`src/proto_pkg.sv`:
```
package proto_pkg;

	localparam int CMD_BYTES = 8;

	// --------------------------------------------------
	// opcodes, byte 0 of every command
	// --------------------------------------------------
	localparam logic [7:0] OP_READOUT   = 8'd0;
	localparam logic [7:0] OP_PLL_RESET = 8'd1;
	localparam logic [7:0] OP_VERSION   = 8'd2;
	localparam logic [7:0] OP_SPI       = 8'd3;
	localparam logic [7:0] OP_ARM       = 8'd5;

	localparam logic [31:0] FW_VERSION   = 32'd9;
	localparam logic [31:0] PLL_ACK      = 32'd33;
	localparam logic [31:0] ANSWER_BYTES = 32'd4;

	// byte 7 is the msb, byte 0 the lsb
	typedef union packed {
		struct packed {
			logic [7:0]  count;  // 2 or 3 bytes
			logic [15:0] unused;
			logic [7:0]  d4;
			logic [7:0]  d3;
			logic [7:0]  d2;
			logic [7:0]  chip;
			logic [7:0]  opcode;
		} spi;
		struct packed {
			logic [15:0] unused_hi;
			logic [15:0] count;  // sample pairs
			logic [15:0] unused_lo;
			logic [7:0]  trig;
			logic [7:0]  opcode;
		} arm;
		struct packed {
			logic [31:0] len;    // bytes to stream
			logic [23:0] unused;
			logic [7:0]  opcode;
		} readout;
	} cmd_word_u;

endpackage

```
`src/acq_pkg.sv`:
```
package acq_pkg;

	localparam int SAMPLE_W = 12;

	typedef logic signed [SAMPLE_W-1:0] sample_t;
	typedef sample_t [1:0] pair_t;  // [0] earlier sample, [1] later one

	// threshold trigger, below lower then above upper
	localparam sample_t LOWER_THRESH = -12'sd10;
	localparam sample_t UPPER_THRESH = 12'sd10;

	localparam int FIFO_DEPTH = 64;
	localparam int FIFO_AW    = $clog2(FIFO_DEPTH);

	localparam logic [7:0] TRIG_NOW    = 8'd0;
	localparam logic [7:0] TRIG_THRESH = 8'd1;

endpackage

```
`src/ctrl_ifs.sv`:
```
`timescale 1ns/1ps

// dispatch to spi sequencer
interface spi_req_if;
	logic            start;        // one-cycle pulse
	logic [2:0]      chip;
	logic [2:0][7:0] data;         // command bytes 2, 3, 4
	logic            three_bytes;
	logic            done;         // one-cycle pulse
	logic [7:0]      rx_byte;      // valid with done

	modport master (output start, chip, data, three_bytes, input done, rx_byte);
	modport slave  (input start, chip, data, three_bytes, output done, rx_byte);
endinterface

// dispatch to output stream packer
interface tx_req_if;
	logic        start;
	logic        const_mode;  // send word, else fifo pairs
	logic [31:0] word;
	logic [31:0] byte_len;
	logic        done;

	modport master (output start, const_mode, word, byte_len, input done);
	modport slave  (input start, const_mode, word, byte_len, output done);
endinterface

```
`src/cmd_receiver.sv`:
```
`timescale 1ns/1ps

module cmd_receiver (
	input  logic                  clk,
	input  logic                  rstn,
	input  logic                  i_valid,
	input  logic [7:0]            i_data,
	input  logic                  i_done,
	output logic                  o_ready,
	output proto_pkg::cmd_word_u  o_cmd,
	output logic                  o_cmd_valid
);
	import proto_pkg::*;

	logic [CMD_BYTES-1:0][7:0]    bytes;
	logic [$clog2(CMD_BYTES)-1:0] cnt;
	logic                         collecting;

	assign o_ready = collecting;
	assign o_cmd   = cmd_word_u'(bytes);

	always_ff @(posedge clk or negedge rstn) begin
		if (!rstn) begin
			collecting  <= 1'b1;
			cnt         <= '0;
			o_cmd_valid <= 1'b0;
		end else begin
			o_cmd_valid <= 1'b0;
			if (collecting && i_valid) begin
				cnt <= cnt + 1'b1;  // wraps back to byte 0
				if (cnt == CMD_BYTES - 1) begin
					collecting  <= 1'b0;
					o_cmd_valid <= 1'b1;
				end
			end else if (!collecting && i_done) begin
				collecting <= 1'b1;
			end
		end
	end

	always_ff @(posedge clk) begin
		if (collecting && i_valid)
			bytes[cnt] <= i_data;
	end

endmodule

```
`src/cmd_dispatch.sv`:
```
`timescale 1ns/1ps

module cmd_dispatch (
	input  logic                 clk,
	input  logic                 rstn,
	input  proto_pkg::cmd_word_u i_cmd,
	input  logic                 i_cmd_valid,
	output logic                 o_done,
	output logic                 o_pll_reset,
	output logic                 o_arm,
	output logic [7:0]           o_trig_type,
	output logic [15:0]          o_pair_count,
	spi_req_if.master            spi,
	tx_req_if.master             tx
);
	import proto_pkg::*;

	enum logic [1:0] {S_IDLE, S_SPI, S_TX} state;

	logic [7:0] op;

	assign op           = i_cmd.readout.opcode;
	assign spi.chip     = i_cmd.spi.chip[2:0];
	assign spi.data     = {i_cmd.spi.d4, i_cmd.spi.d3, i_cmd.spi.d2};
	assign spi.three_bytes = (i_cmd.spi.count != 8'd2);
	assign o_trig_type  = i_cmd.arm.trig;
	assign o_pair_count = i_cmd.arm.count;

	always_ff @(posedge clk or negedge rstn) begin
		if (!rstn) begin
			state       <= S_IDLE;
			o_done      <= 1'b0;
			o_pll_reset <= 1'b0;
			o_arm       <= 1'b0;
			spi.start   <= 1'b0;
			tx.start    <= 1'b0;
		end else begin
			o_done      <= 1'b0;
			o_pll_reset <= 1'b0;
			o_arm       <= 1'b0;
			spi.start   <= 1'b0;
			tx.start    <= 1'b0;
			case (state)
				S_IDLE: if (i_cmd_valid) begin
					case (op)
						OP_PLL_RESET: begin
							o_pll_reset <= 1'b1;
							tx.start    <= 1'b1;
							state       <= S_TX;
						end
						OP_VERSION: begin
							tx.start <= 1'b1;
							state    <= S_TX;
						end
						OP_SPI: begin
							spi.start <= 1'b1;
							state     <= S_SPI;
						end
						OP_ARM: begin
							o_arm  <= 1'b1;
							o_done <= 1'b1;  // no answer
						end
						OP_READOUT: begin
							if (i_cmd.readout.len != 32'd0) begin
								tx.start <= 1'b1;
								state    <= S_TX;
							end else begin
								o_done <= 1'b1;
							end
						end
						default: o_done <= 1'b1;  // unknown, dropped
					endcase
				end
				S_SPI: if (spi.done) begin
					tx.start <= 1'b1;
					state    <= S_TX;
				end
				S_TX: if (tx.done) begin
					o_done <= 1'b1;
					state  <= S_IDLE;
				end
				default: state <= S_IDLE;
			endcase
		end
	end

	// answer word, byte count and mode for the packer
	always_ff @(posedge clk) begin
		if (state == S_IDLE && i_cmd_valid) begin
			tx.const_mode <= (op != OP_READOUT);
			tx.byte_len   <= (op == OP_READOUT) ? i_cmd.readout.len : ANSWER_BYTES;
			tx.word       <= (op == OP_PLL_RESET) ? PLL_ACK : FW_VERSION;
		end else if (state == S_SPI && spi.done) begin
			tx.word <= {24'd0, spi.rx_byte};
		end
	end

endmodule

```
`src/spi_sequencer.sv`:
```
`timescale 1ns/1ps

module spi_sequencer (
	input  logic       clk,
	input  logic       rstn,
	input  logic       i_spi_tx_ready,
	input  logic [7:0] i_spi_rx,
	input  logic       i_spi_rx_dv,
	output logic [7:0] o_spi_tx,
	output logic       o_spi_tx_dv,
	output logic [7:0] o_spi_cs,
	spi_req_if.slave   spi
);

	enum logic [1:0] {S_IDLE, S_SEND, S_GAP, S_RX} state;

	logic [1:0] idx;
	logic       last_byte;

	assign o_spi_tx    = spi.data[idx];
	assign o_spi_tx_dv = (state == S_SEND) && i_spi_tx_ready;
	assign last_byte   = spi.three_bytes ? (idx == 2'd2) : (idx == 2'd1);

	always_ff @(posedge clk or negedge rstn) begin
		if (!rstn) begin
			state    <= S_IDLE;
			idx      <= 2'd0;
			o_spi_cs <= 8'hff;
			spi.done <= 1'b0;
		end else begin
			spi.done <= 1'b0;
			case (state)
				S_IDLE: if (spi.start) begin
					o_spi_cs <= ~(8'd1 << spi.chip);  // select one chip
					idx      <= 2'd0;
					state    <= S_SEND;
				end
				S_SEND: if (i_spi_tx_ready) begin
					state <= last_byte ? S_RX : S_GAP;
				end
				S_GAP: begin  // master drops ready after dv
					idx   <= idx + 2'd1;
					state <= S_SEND;
				end
				S_RX: if (i_spi_rx_dv) begin
					o_spi_cs <= 8'hff;
					spi.done <= 1'b1;
					state    <= S_IDLE;
				end
				default: state <= S_IDLE;
			endcase
		end
	end

	always_ff @(posedge clk) begin
		if (state == S_RX && i_spi_rx_dv)
			spi.rx_byte <= i_spi_rx;
	end

endmodule

```
`src/acq_config.sv`:
```
`timescale 1ns/1ps

module acq_config (
	input  logic        clk,
	input  logic        rstn,
	input  logic        i_arm,
	input  logic [7:0]  i_trig_type,
	input  logic [15:0] i_pair_count,
	input  logic        i_acq_done,
	output logic        o_live,
	output logic [7:0]  o_trig_type,
	output logic [15:0] o_pair_count
);
	import acq_pkg::*;

	always_ff @(posedge clk or negedge rstn) begin
		if (!rstn)
			o_live <= 1'b0;
		else if (i_acq_done)
			o_live <= 1'b0;
		else if (i_arm)
			o_live <= 1'b1;  // rearm while live has no effect
	end

	always_ff @(posedge clk) begin
		if (i_arm && !o_live) begin
			o_trig_type  <= (i_trig_type == TRIG_THRESH) ? TRIG_THRESH : TRIG_NOW;
			o_pair_count <= (i_pair_count > FIFO_DEPTH) ? 16'(FIFO_DEPTH) : i_pair_count;
		end
	end

endmodule

```
`src/acq_engine.sv`:
```
`timescale 1ns/1ps

module acq_engine (
	input  logic             clk,
	input  logic             rstn,
	input  acq_pkg::sample_t i_sample,
	input  logic             i_sample_valid,
	input  logic             i_live,
	input  logic [7:0]       i_trig_type,
	input  logic [15:0]      i_pair_count,
	input  logic             i_fifo_full,
	output logic             o_wr,
	output acq_pkg::pair_t   o_pair,
	output logic             o_acq_done
);
	import acq_pkg::*;

	enum logic [1:0] {S_IDLE, S_WAIT_LOW, S_WAIT_HIGH, S_CAPTURE} state;

	logic [15:0] pairs;
	logic        half;   // first sample of a pair held
	sample_t     first;

	// ends in the same cycle the config drops live
	assign o_acq_done = (state == S_CAPTURE) && ((pairs >= i_pair_count) || i_fifo_full);

	always_ff @(posedge clk or negedge rstn) begin
		if (!rstn) begin
			state <= S_IDLE;
			pairs <= 16'd0;
			half  <= 1'b0;
			o_wr  <= 1'b0;
		end else begin
			o_wr <= 1'b0;
			case (state)
				S_IDLE: begin
					pairs <= 16'd0;
					half  <= 1'b0;
					if (i_live) begin
						if (i_trig_type == TRIG_THRESH)
							state <= S_WAIT_LOW;
						else
							state <= S_CAPTURE;
					end
				end
				S_WAIT_LOW: if (i_sample_valid && i_sample < LOWER_THRESH) begin
					state <= S_WAIT_HIGH;
				end
				S_WAIT_HIGH: if (i_sample_valid && i_sample > UPPER_THRESH) begin
					state <= S_CAPTURE;
				end
				S_CAPTURE: begin
					if (o_acq_done) begin
						state <= S_IDLE;
					end else if (i_sample_valid) begin
						half <= !half;
						if (half) begin
							o_wr  <= 1'b1;
							pairs <= pairs + 16'd1;
						end
					end
				end
				default: state <= S_IDLE;
			endcase
		end
	end

	always_ff @(posedge clk) begin
		if (state == S_CAPTURE && i_sample_valid && !o_acq_done) begin
			if (!half)
				first <= i_sample;
			else
				o_pair <= {i_sample, first};  // later sample on top
		end
	end

endmodule

```
`src/sample_fifo.sv`:
```
`timescale 1ns/1ps

module sample_fifo (
	input  logic           clk,
	input  logic           rstn,
	input  logic           i_wr,
	input  acq_pkg::pair_t i_wdata,
	input  logic           i_rd,
	output acq_pkg::pair_t o_rdata,
	output logic           o_empty,
	output logic           o_full
);
	import acq_pkg::*;

	pair_t              mem [FIFO_DEPTH];
	logic [FIFO_AW:0]   wr_ptr;  // extra msb tells full from empty
	logic [FIFO_AW:0]   rd_ptr;

	assign o_rdata = mem[rd_ptr[FIFO_AW-1:0]];
	assign o_empty = (wr_ptr == rd_ptr);
	assign o_full  = (wr_ptr[FIFO_AW] != rd_ptr[FIFO_AW]) &&
	                 (wr_ptr[FIFO_AW-1:0] == rd_ptr[FIFO_AW-1:0]);

	always_ff @(posedge clk or negedge rstn) begin
		if (!rstn) begin
			wr_ptr <= '0;
			rd_ptr <= '0;
		end else begin
			if (i_wr && !o_full)
				wr_ptr <= wr_ptr + 1'b1;
			if (i_rd && !o_empty)
				rd_ptr <= rd_ptr + 1'b1;
		end
	end

	always_ff @(posedge clk) begin
		if (i_wr && !o_full)
			mem[wr_ptr[FIFO_AW-1:0]] <= i_wdata;
	end

endmodule

```
`src/tx_packer.sv`:
```
`timescale 1ns/1ps

module tx_packer (
	input  logic           clk,
	input  logic           rstn,
	input  logic           i_out_ready,
	input  acq_pkg::pair_t i_fifo_data,
	input  logic           i_fifo_empty,
	output logic           o_out_valid,
	output logic [31:0]    o_out_data,
	output logic [3:0]     o_out_keep,
	output logic           o_out_last,
	output logic           o_fifo_rd,
	tx_req_if.slave        tx
);

	enum logic [1:0] {S_IDLE, S_FETCH, S_SEND} state;

	logic [31:0] remaining;  // counts the current word too
	logic        const_mode;

	assign o_fifo_rd  = (state == S_FETCH) && !i_fifo_empty;
	assign o_out_last = (remaining <= 32'd4);

	always_comb begin
		case (remaining)
			32'd1:   o_out_keep = 4'b0001;
			32'd2:   o_out_keep = 4'b0011;
			32'd3:   o_out_keep = 4'b0111;
			default: o_out_keep = 4'b1111;
		endcase
	end

	always_ff @(posedge clk or negedge rstn) begin
		if (!rstn) begin
			state       <= S_IDLE;
			remaining   <= 32'd0;
			const_mode  <= 1'b0;
			o_out_valid <= 1'b0;
			tx.done     <= 1'b0;
		end else begin
			tx.done <= 1'b0;
			case (state)
				S_IDLE: if (tx.start) begin
					remaining  <= tx.byte_len;
					const_mode <= tx.const_mode;
					if (tx.const_mode) begin
						o_out_valid <= 1'b1;
						state       <= S_SEND;
					end else begin
						state <= S_FETCH;
					end
				end
				S_FETCH: if (!i_fifo_empty) begin
					o_out_valid <= 1'b1;
					state       <= S_SEND;
				end
				S_SEND: if (i_out_ready) begin
					if (o_out_last) begin
						o_out_valid <= 1'b0;
						tx.done     <= 1'b1;
						state       <= S_IDLE;
					end else begin
						remaining <= remaining - 32'd4;
						if (!const_mode) begin
							o_out_valid <= 1'b0;
							state       <= S_FETCH;
						end
					end
				end
				default: state <= S_IDLE;
			endcase
		end
	end

	always_ff @(posedge clk) begin
		if (state == S_IDLE && tx.start)
			o_out_data <= tx.word;
		else if (o_fifo_rd)
			o_out_data <= {4'd0, i_fifo_data[1], 4'd0, i_fifo_data[0]};
	end

endmodule

```
`src/scope_ctrl_top.sv`:
```
`timescale 1ns/1ps

module scope_ctrl_top (
	input  logic             clk,
	input  logic             rstn,
	input  logic             i_in_valid,
	input  logic [7:0]       i_in_data,
	input  logic             i_out_ready,
	input  logic             i_spi_tx_ready,
	input  logic [7:0]       i_spi_rx,
	input  logic             i_spi_rx_dv,
	input  acq_pkg::sample_t i_sample,
	input  logic             i_sample_valid,
	output logic             o_in_ready,
	output logic             o_out_valid,
	output logic [31:0]      o_out_data,
	output logic [3:0]       o_out_keep,
	output logic             o_out_last,
	output logic             o_pll_reset,
	output logic [7:0]       o_spi_tx,
	output logic             o_spi_tx_dv,
	output logic [7:0]       o_spi_cs
);
	import proto_pkg::*;
	import acq_pkg::*;

	cmd_word_u   cmd;
	logic        cmd_valid, cmd_done;
	logic        arm, live, acq_done;
	logic [7:0]  arm_type, live_type;
	logic [15:0] arm_count, live_count;
	logic        fifo_wr, fifo_rd, fifo_empty, fifo_full;
	pair_t       wr_pair, rd_pair;

	spi_req_if u_spi_req ();
	tx_req_if  u_tx_req ();

	// --------------------------------------------------
	// command path
	// --------------------------------------------------
	cmd_receiver u_cmd_receiver (
		.clk(clk), .rstn(rstn), .i_valid(i_in_valid), .i_data(i_in_data),
		.i_done(cmd_done), .o_ready(o_in_ready), .o_cmd(cmd), .o_cmd_valid(cmd_valid)
	);

	cmd_dispatch u_cmd_dispatch (
		.clk(clk), .rstn(rstn), .i_cmd(cmd), .i_cmd_valid(cmd_valid),
		.o_done(cmd_done), .o_pll_reset(o_pll_reset), .o_arm(arm),
		.o_trig_type(arm_type), .o_pair_count(arm_count),
		.spi(u_spi_req.master), .tx(u_tx_req.master)
	);

	spi_sequencer u_spi_sequencer (
		.clk(clk), .rstn(rstn), .i_spi_tx_ready(i_spi_tx_ready), .i_spi_rx(i_spi_rx),
		.i_spi_rx_dv(i_spi_rx_dv), .o_spi_tx(o_spi_tx), .o_spi_tx_dv(o_spi_tx_dv),
		.o_spi_cs(o_spi_cs), .spi(u_spi_req.slave)
	);

	// --------------------------------------------------
	// acquisition and readout
	// --------------------------------------------------
	acq_config u_acq_config (
		.clk(clk), .rstn(rstn), .i_arm(arm), .i_trig_type(arm_type),
		.i_pair_count(arm_count), .i_acq_done(acq_done), .o_live(live),
		.o_trig_type(live_type), .o_pair_count(live_count)
	);

	acq_engine u_acq_engine (
		.clk(clk), .rstn(rstn), .i_sample(i_sample), .i_sample_valid(i_sample_valid),
		.i_live(live), .i_trig_type(live_type), .i_pair_count(live_count),
		.i_fifo_full(fifo_full), .o_wr(fifo_wr), .o_pair(wr_pair), .o_acq_done(acq_done)
	);

	sample_fifo u_sample_fifo (
		.clk(clk), .rstn(rstn), .i_wr(fifo_wr), .i_wdata(wr_pair), .i_rd(fifo_rd),
		.o_rdata(rd_pair), .o_empty(fifo_empty), .o_full(fifo_full)
	);

	tx_packer u_tx_packer (
		.clk(clk), .rstn(rstn), .i_out_ready(i_out_ready), .i_fifo_data(rd_pair),
		.i_fifo_empty(fifo_empty), .o_out_valid(o_out_valid), .o_out_data(o_out_data),
		.o_out_keep(o_out_keep), .o_out_last(o_out_last), .o_fifo_rd(fifo_rd),
		.tx(u_tx_req.slave)
	);

endmodule

```
`config.mk`:
```
export PLATFORM = sky130hd
export DESIGN_NAME = scope_ctrl_top
export DESIGN_NICKNAME = d
export VERILOG_FILES = /design/src/proto_pkg.sv /design/src/acq_pkg.sv /design/src/ctrl_ifs.sv /design/src/cmd_receiver.sv /design/src/cmd_dispatch.sv /design/src/spi_sequencer.sv /design/src/acq_config.sv /design/src/acq_engine.sv /design/src/sample_fifo.sv /design/src/tx_packer.sv /design/src/scope_ctrl_top.sv
export SDC_FILE = /design/constraint.sdc
export NUM_CORES = 2
export LEC_CHECK = 0
export BUFFER_PORTS_ARGS = -buffer_cell sky130_fd_sc_hd__buf_2
export CORE_ASPECT_RATIO = 0.8
export CORE_MARGIN = 1
export CORE_UTILIZATION = 56
export CTS_CLUSTER_SIZE = 25
export DETAILED_ROUTE_END_ITERATION = 12
export PLACE_DENSITY = 0.75
export REMOVE_ABC_BUFFERS = 1
export SLEW_MARGIN = 20
export SYNTH_ARGS = -nofsm -noshare
export SYNTH_HDL_FRONTEND = slang
export SYNTH_HIERARCHICAL = 1
export SYNTH_SLANG_ARGS = --single-unit
```
`constraint.sdc`:
```
create_clock -name clk -period 7.1 [get_ports clk]
set_input_delay 2.13 -clock clk [delete_from_list [all_inputs] [get_ports clk]]
set_output_delay 2.13 -clock clk [all_outputs]
set_load 0.005 [all_outputs]
```
* Word level (Yosys, flattened, before mapping) *
Memories as Yosys holds them, arrays and structs flattened.
Cells that the tools add are included.

storage, ports and cells
  logic and storage cells = 263
  register bits = 326
  memories kept = 1
  input bits = 35
  bits in writable memories = 1536
  output and inout port bits = 57

memory list
  memory             depth  bits a word  rd ports  clocked after memory_dff  write ports  RTL line           RTL
  u_sample_fifo.mem  64     24           1         0                         1            sample_fifo.sv:15  pair_t mem [FIFO_DEPTH];

operators by class
  muxes and demuxes = 97
  equality and inequality tests = 48
  shifts and indexed selects = 1
  $lt $le $gt $ge = 8
  bitwise operators = 2
  reduce and logical (&&, ||, !) cells = 57
  add/sub/neg operators = 6

operators by type and width
  cell                                                             count
  2-to-1 mux 32 bit                                                7
  bitwise mux 64 bit                                               1
  equality test 32 x 2 -> 1 bit, second input constant             2
  one-hot mux 32 bit (2 select lines)                              1
  2-to-1 mux 16 bit                                                3
  2-to-1 mux 1 bit                                                 44
  2-to-1 mux 2 bit                                                 19
  equality test 32 x 1 -> 1 bit, second input constant             1
  less-or-equal comparator 32 x 3 -> 1 bit, second input constant  1
  2-to-1 mux 8 bit                                                 4
  one-hot mux 16 bit (2 select lines)                              1
  nonzero test 32 bit                                              1
  subtractor 32 x 3 -> 32 bit, second input constant               1
  demux 8 bit (select 3 bit)                                       1
  equality test 8 x 1 -> 1 bit, second input constant              3
  inequality test 2 bit, second input constant                     12
  logical AND 1 bit                                                18
  one-hot mux 2 bit (3 select lines)                               3
  adder 16 x 1 -> 16 bit, second input constant                    1
  binary-select mux 8 bit (select 2 bit)                           1
  equality test 8 x 2 -> 1 bit, second input constant              2
  >= comparator 16 bit                                             1
  greater-than comparator 16 x 7 -> 1 bit, second input constant   1
  one-hot mux 2 bit (4 select lines)                               2
  43 further kinds                                                 88

* Logic depth before layout (Yosys ltp) *
  depth after elaboration = 7
  gate-level depth with buffers = 12
  gate-level depth less buffers = 10

* Modules after synthesis *
Netlist, hierarchy kept.

by module, submodules not included
  module         cells an instance  times used  area each (um^2)  seq. area each (um^2)
  sample_fifo    2688               1           59459.5           46474.6
  tx_packer      356                1           3854.9            1886.8
  acq_engine     256                1           2942.8            1581.5
  cmd_dispatch   213                1           2527.4            1406.3
  cmd_receiver   91                 1           2194.6            2048.2
  spi_sequencer  90                 1           1053.5            575.6
  acq_config     43                 1           719.4             535.5

* Least setup slack after synthesis *
Ideal clock, no wire load.

  path type = input to output
  start = input port i_spi_tx_ready
  end = output port o_spi_tx_dv
  path slack = 2.649 ns
  arrival = 2.321 ns
  stages on the path = 2
  path buffers = 0
  required time = 4.970 ns
  cell sequence = nand2_1 -> nor2_1

on the way
  longest elaborated chain between the ends = 1

RTL lines
  item                RTL line              RTL
  start: declaration  scope_ctrl_top.sv:9   input logic i_spi_tx_ready,
  logical AND 1 bit   spi_sequencer.sv:21   assign o_spi_tx_dv = (state == S_SEND) && i_spi_tx_ready;
  end: declaration    scope_ctrl_top.sv:21  output logic o_spi_tx_dv,

No other way between the ends.

* Worst setup path after layout *
  start = register u_tx_packer.remaining[22]
  end = output port o_out_last

on the way
  longest elaborated chain between the ends = 1

RTL lines
  item                                      RTL line              RTL
  start: declaration                        tx_packer.sv:19       logic [31:0] remaining;
  start signal: assignment                  tx_packer.sv:45       remaining <= tx.byte_len;
  start signal: assignment                  tx_packer.sv:64       remaining <= remaining - 32'd4;
  less-or-equal comparator 32 x 3 -> 1 bit  tx_packer.sv:23       assign o_out_last = (remaining <= 32'd4);
  end: declaration                          scope_ctrl_top.sv:18  output logic o_out_last,

No other way between the ends.

==> run summary <==
The setup clock skew after layout came out at 31.5 ps. The fraction of final layout cells sized beyond drive strength 1 is 0.233. Summing every instance area after synthesis gives 0.0728 mm2. The number of vias per cell came out at 6.49.

For this run, design rule violations remaining after detail routing come to 0. The setup violation total in the final timing report came out at 0. The worst register-to-register path begins at u_sample_fifo/rd_ptr[2]. The count of antenna diodes in the layout came out at 0.

The critical-path maximum fanout came out at 7. The switching component of the power is 5.93 mW. The pin count of the biggest net entering global routing is 121. The fraction of power consumed by combinational cells is 0.127. The kind of cell adding the most delay to the critical path is simple AND/OR/NAND/NOR gates. The die covers 0.131 mm2.

The total of flip-flops plus latches after synthesis is 1,831. The endpoint identified for the worst register-to-register timing path is u_tx_packer/o_out_data[5]. The global-route wire length before repair came out at 248 mm. The layout overhead on the synthesized area came out at 10.3%. The number of synthesized flops with an enable pin came out at 1,734. The register area share after synthesis came out at 0.749. The worst-path cell with the longest stage delay is sky130_fd_sc_hd__nor4_4.

The switching portion of total power is 0.245. The floorplan step set the die width to 405 um. Across all register-to-register paths, the minimum setup slack is 2760 ps. The y dimension of the die came out at 324 um. Leaving out fill and tap cells, the most frequent cells in the layout are 1,734 x sky130_fd_sc_hd__edfxtp_1, 320 x sky130_fd_sc_hd__mux4_2, 218 x sky130_fd_sc_hd__mux2i_1, 167 x sky130_fd_sc_hd__clkbuf_16, 115 x sky130_fd_sc_hd__buf_4.

The number of cells produced by synthesis came out at 3,737. The H-tree depth is 4. The internal portion of the total power is 18.2 mW. The kind of critical path is flop to primary output. The logic depth of the worst register-to-register path came out at 7.

The combined flip-flop and latch cell area came out at 0.0545 mm2. The number of I/O port buffers is 90. The clock transition at the registers of the reported paths is 60 ps.

Walking the worst path, the cells encountered are nor4_4, nand4_4, nor3_1, buf_2. Once layout is complete, the utilization of the core stands at 0.626. The total setup buffers inserted after CTS came out at 0.

The proportion of power drawn by the clock network is 0.357. The Yosys warning count is 6. The startpoint type of the worst setup path is a flop. The number of hold violations in the final report is 0. The clock root buffer is sky130_fd_sc_hd__clkbuf_16.

Leaving out fill and tap cells, the most frequent cell in the layout is sky130_fd_sc_hd__edfxtp_1. The count of antenna-violating nets left after detailed routing came out at 0. The final weighted congestion in routability-driven placement is 0.832. The overall fraction of global-route tracks in use came out at 0.263. The post-cts gate resize count came out at 0. The number of rows created at floorplan is 117. Summed over all cells, the static leakage comes to 24.9 nW. The max-slew violation count came to 0. The tool flagged a number of max-cap violations equal to 0. Setup repair after global routing left no endpoint under its margin. The peak supply drop is 0.000281 V. The core area is 0.128 mm2.

The mean instance size in the synthesized netlist is 19.5 um2. The sequential power share came out at 0.516. The flow ran to the end, and the final reports show no timing, DRC or antenna violations. The number of hold buffers added after CTS was 0.

The transition time of the tightest slew-check pin came out at 1210 ps. In the final design database the tool counted 3,927 nets. The clock reaches the later pin of the worst-skew pair after 790 ps. In this run the worst hold path is classified as flop to flop. Summed over all layers, the global routing overflow is 0. The total power divided by cell area came out at 301 mW/mm2. The via count of the first global-routing pass was 35,800.

The most critical setup path has its startpoint at u_tx_packer/remaining[22]. The DRC marker count from the first detailed-route iteration is 5,032. The number of clock sinks is 1,831. Headroom to the max-slew limit came out at 0.193. In this run, placement finished with an instance count of 5,422. The layout has 8,493 filler cells. The number of antenna violations at the first check in global routing came out at 1.

The number of optimization iterations in the first detailed-route pass is 5. The logic depth of the worst setup path including buffers came out at 4. The highest clock rate is 210 MHz. TritonCTS built the clock tree. Together, buffers and inverters on the worst path number 1.

Excluding fillers, the count of instances in the completed layout stands at 5,719. The worst setup path is captured at a primary output. The startpoint of the lowest-slack hold path is u_acq_engine/first[5]. The clock period minus worst slack came out at 4750 ps. At the worst endpoint, the required time is 4970 ps. Among all flip-flop cells after synthesis, the most frequent one is sky130_fd_sc_hd__edfxtp_1. The final routed wire length divided by cell count is 30.0 um.

The sum of net half-perimeters after detailed placement came out at 95.5 mm. Summing all multi-input logic gate instances after layout gives 0.0168 mm2. The critical path ends at o_out_last.

The I/O pin total came out at 92. The count of unique library cells instantiated by Yosys is 105. The total via count after detailed routing came out at 37,100. The sum of routed wire length over all layers came out at 171 mm. The number of buffers created by CTS came out at 165.

The data arrival at the endpoint of the critical path is 2620 ps. The maximum clock path buffer count is 3. The share of the cycle needed by the critical path after routing came out at 0.669. For the final routed database, the setup TNS stands at 0 ps.

The proportion of register bits with asynchronous set or reset after synthesis came out at 0.0530. The initial standard-cell utilization of the core came out at 0.568. The maximum single-stage delay on the critical path came out at 560 ps.
power groups by stage:
stage	clock network (mW)	logic, mW	registers, mW
2_1_floorplan	0	2.29	12.9
3_3_place_gp	0	2.98	12.7
3_5_place_dp	0	3.04	12.7
4_1_cts	8.72	3.06	12.5
5_1_grt	9.12	3.27	12.5
6_report	8.62	3.08	12.5
cells in the mapped netlist, types with 54 or more instances:
| cell type | instances | area [um2] |
|---|---|---|
| sky130_fd_sc_hd__edfxtp_1 | 1734 | 52100 |
| sky130_fd_sc_hd__a22oi_1 | 57 | 428 |
| sky130_fd_sc_hd__nand2_1 | 73 | 274 |
| sky130_fd_sc_hd__buf_2 | 81 | 405 |
| sky130_fd_sc_hd__dfrtp_1 | 88 | 2200 |
| sky130_fd_sc_hd__buf_4 | 95 | 713 |
| sky130_fd_sc_hd__o22ai_1 | 54 | 338 |
| sky130_fd_sc_hd__mux4_2 | 320 | 7210 |
| sky130_fd_sc_hd__clkbuf_1 | 79 | 297 |
| sky130_fd_sc_hd__mux2i_1 | 218 | 2180 |
| sky130_fd_sc_hd__nor2_1 | 130 | 488 |
| sky130_fd_sc_hd__a21oi_1 | 85 | 425 |
how the worst min path moves through the flow:
stage / end / slack (ps) / depth (start not counted)
after floorplan: u_acq_engine/o_pair[0] / 400 / 0
after global placement: u_acq_engine/o_pair[6] / 400 / 0
after detailed placement: u_acq_engine/o_pair[10] / 400 / 0
after CTS: u_acq_engine/o_pair[5] / 410 / 0
after global routing: u_acq_engine/o_pair[5] / 420 / 0
final: u_acq_engine/o_pair[5] / 410 / 0
sequential cells by signal (all words and copies together) (netlist names), 3 cells and up:
| name | cells |
|---|---|
| u_acq_engine/pairs | 16 |
| u_cmd_dispatch/tx.byte_len | 32 |
| u_cmd_receiver/cnt | 3 |
| u_cmd_receiver/o_cmd | 64 |
| u_sample_fifo/mem | 1536 |
| u_spi_sequencer/spi.rx_byte | 8 |
| u_tx_packer/remaining | 32 |
| u_tx_packer/o_out_data | 32 |
| u_sample_fifo/rd_ptr | 7 |
| u_acq_config/o_pair_count | 16 |
| u_spi_sequencer/o_spi_cs | 8 |
| u_acq_engine/o_pair | 24 |
| u_cmd_dispatch/tx.word | 8 |
| u_acq_engine/first | 12 |
| u_sample_fifo/wr_ptr | 7 |
cell families after synthesis:
kind of cell             after synthesis  share of synthesized area
multiplexers                         579                      0.136
flip-flops                          1831                      0.749
adder cells (fa/ha/maj)               28                    0.00482
XOR/XNOR                              22                    0.00265
AO/OA/AOI/OAI                        452                     0.0445
AND/OR/NAND/NOR                      493                     0.0386
buffers and inverters                329                     0.0246
other                                  3                   0.000155
layer usage:
metal | wire [um] | global-route usage | share of wire
met2 | 76000 | 0.373 | 0.44
met4 | 4700 | 0.0789 | 0.027
met1 | 69200 | 0.407 | 0.40
met3 | 21500 | 0.0622 | 0.13
met5 | 0 | 0 | 0
stage by stage:
stage	hold WS, ps	worst slack (ps)	area, um2	total power [mW]
after floorplan	400	-7270	71300	15.2
final	415	2350	80200	24.2
after global routing	423	2180	80200	24.9
after global placement	402	2330	75100	15.7
after detailed placement	405	2350	75100	15.7
after CTS	414	2260	80200	24.2
area by class of cell:
class,count,area share
tap,1725,0.0269
clock inverter,76,0.00894
timing repair buffer,209,0.0176
inverter,42,0.00197
multi-input combinational,1615,0.210
sequential,1831,0.680
clock buffer,221,0.0554
No activity file was read; power rests on OpenSTA's default activity.
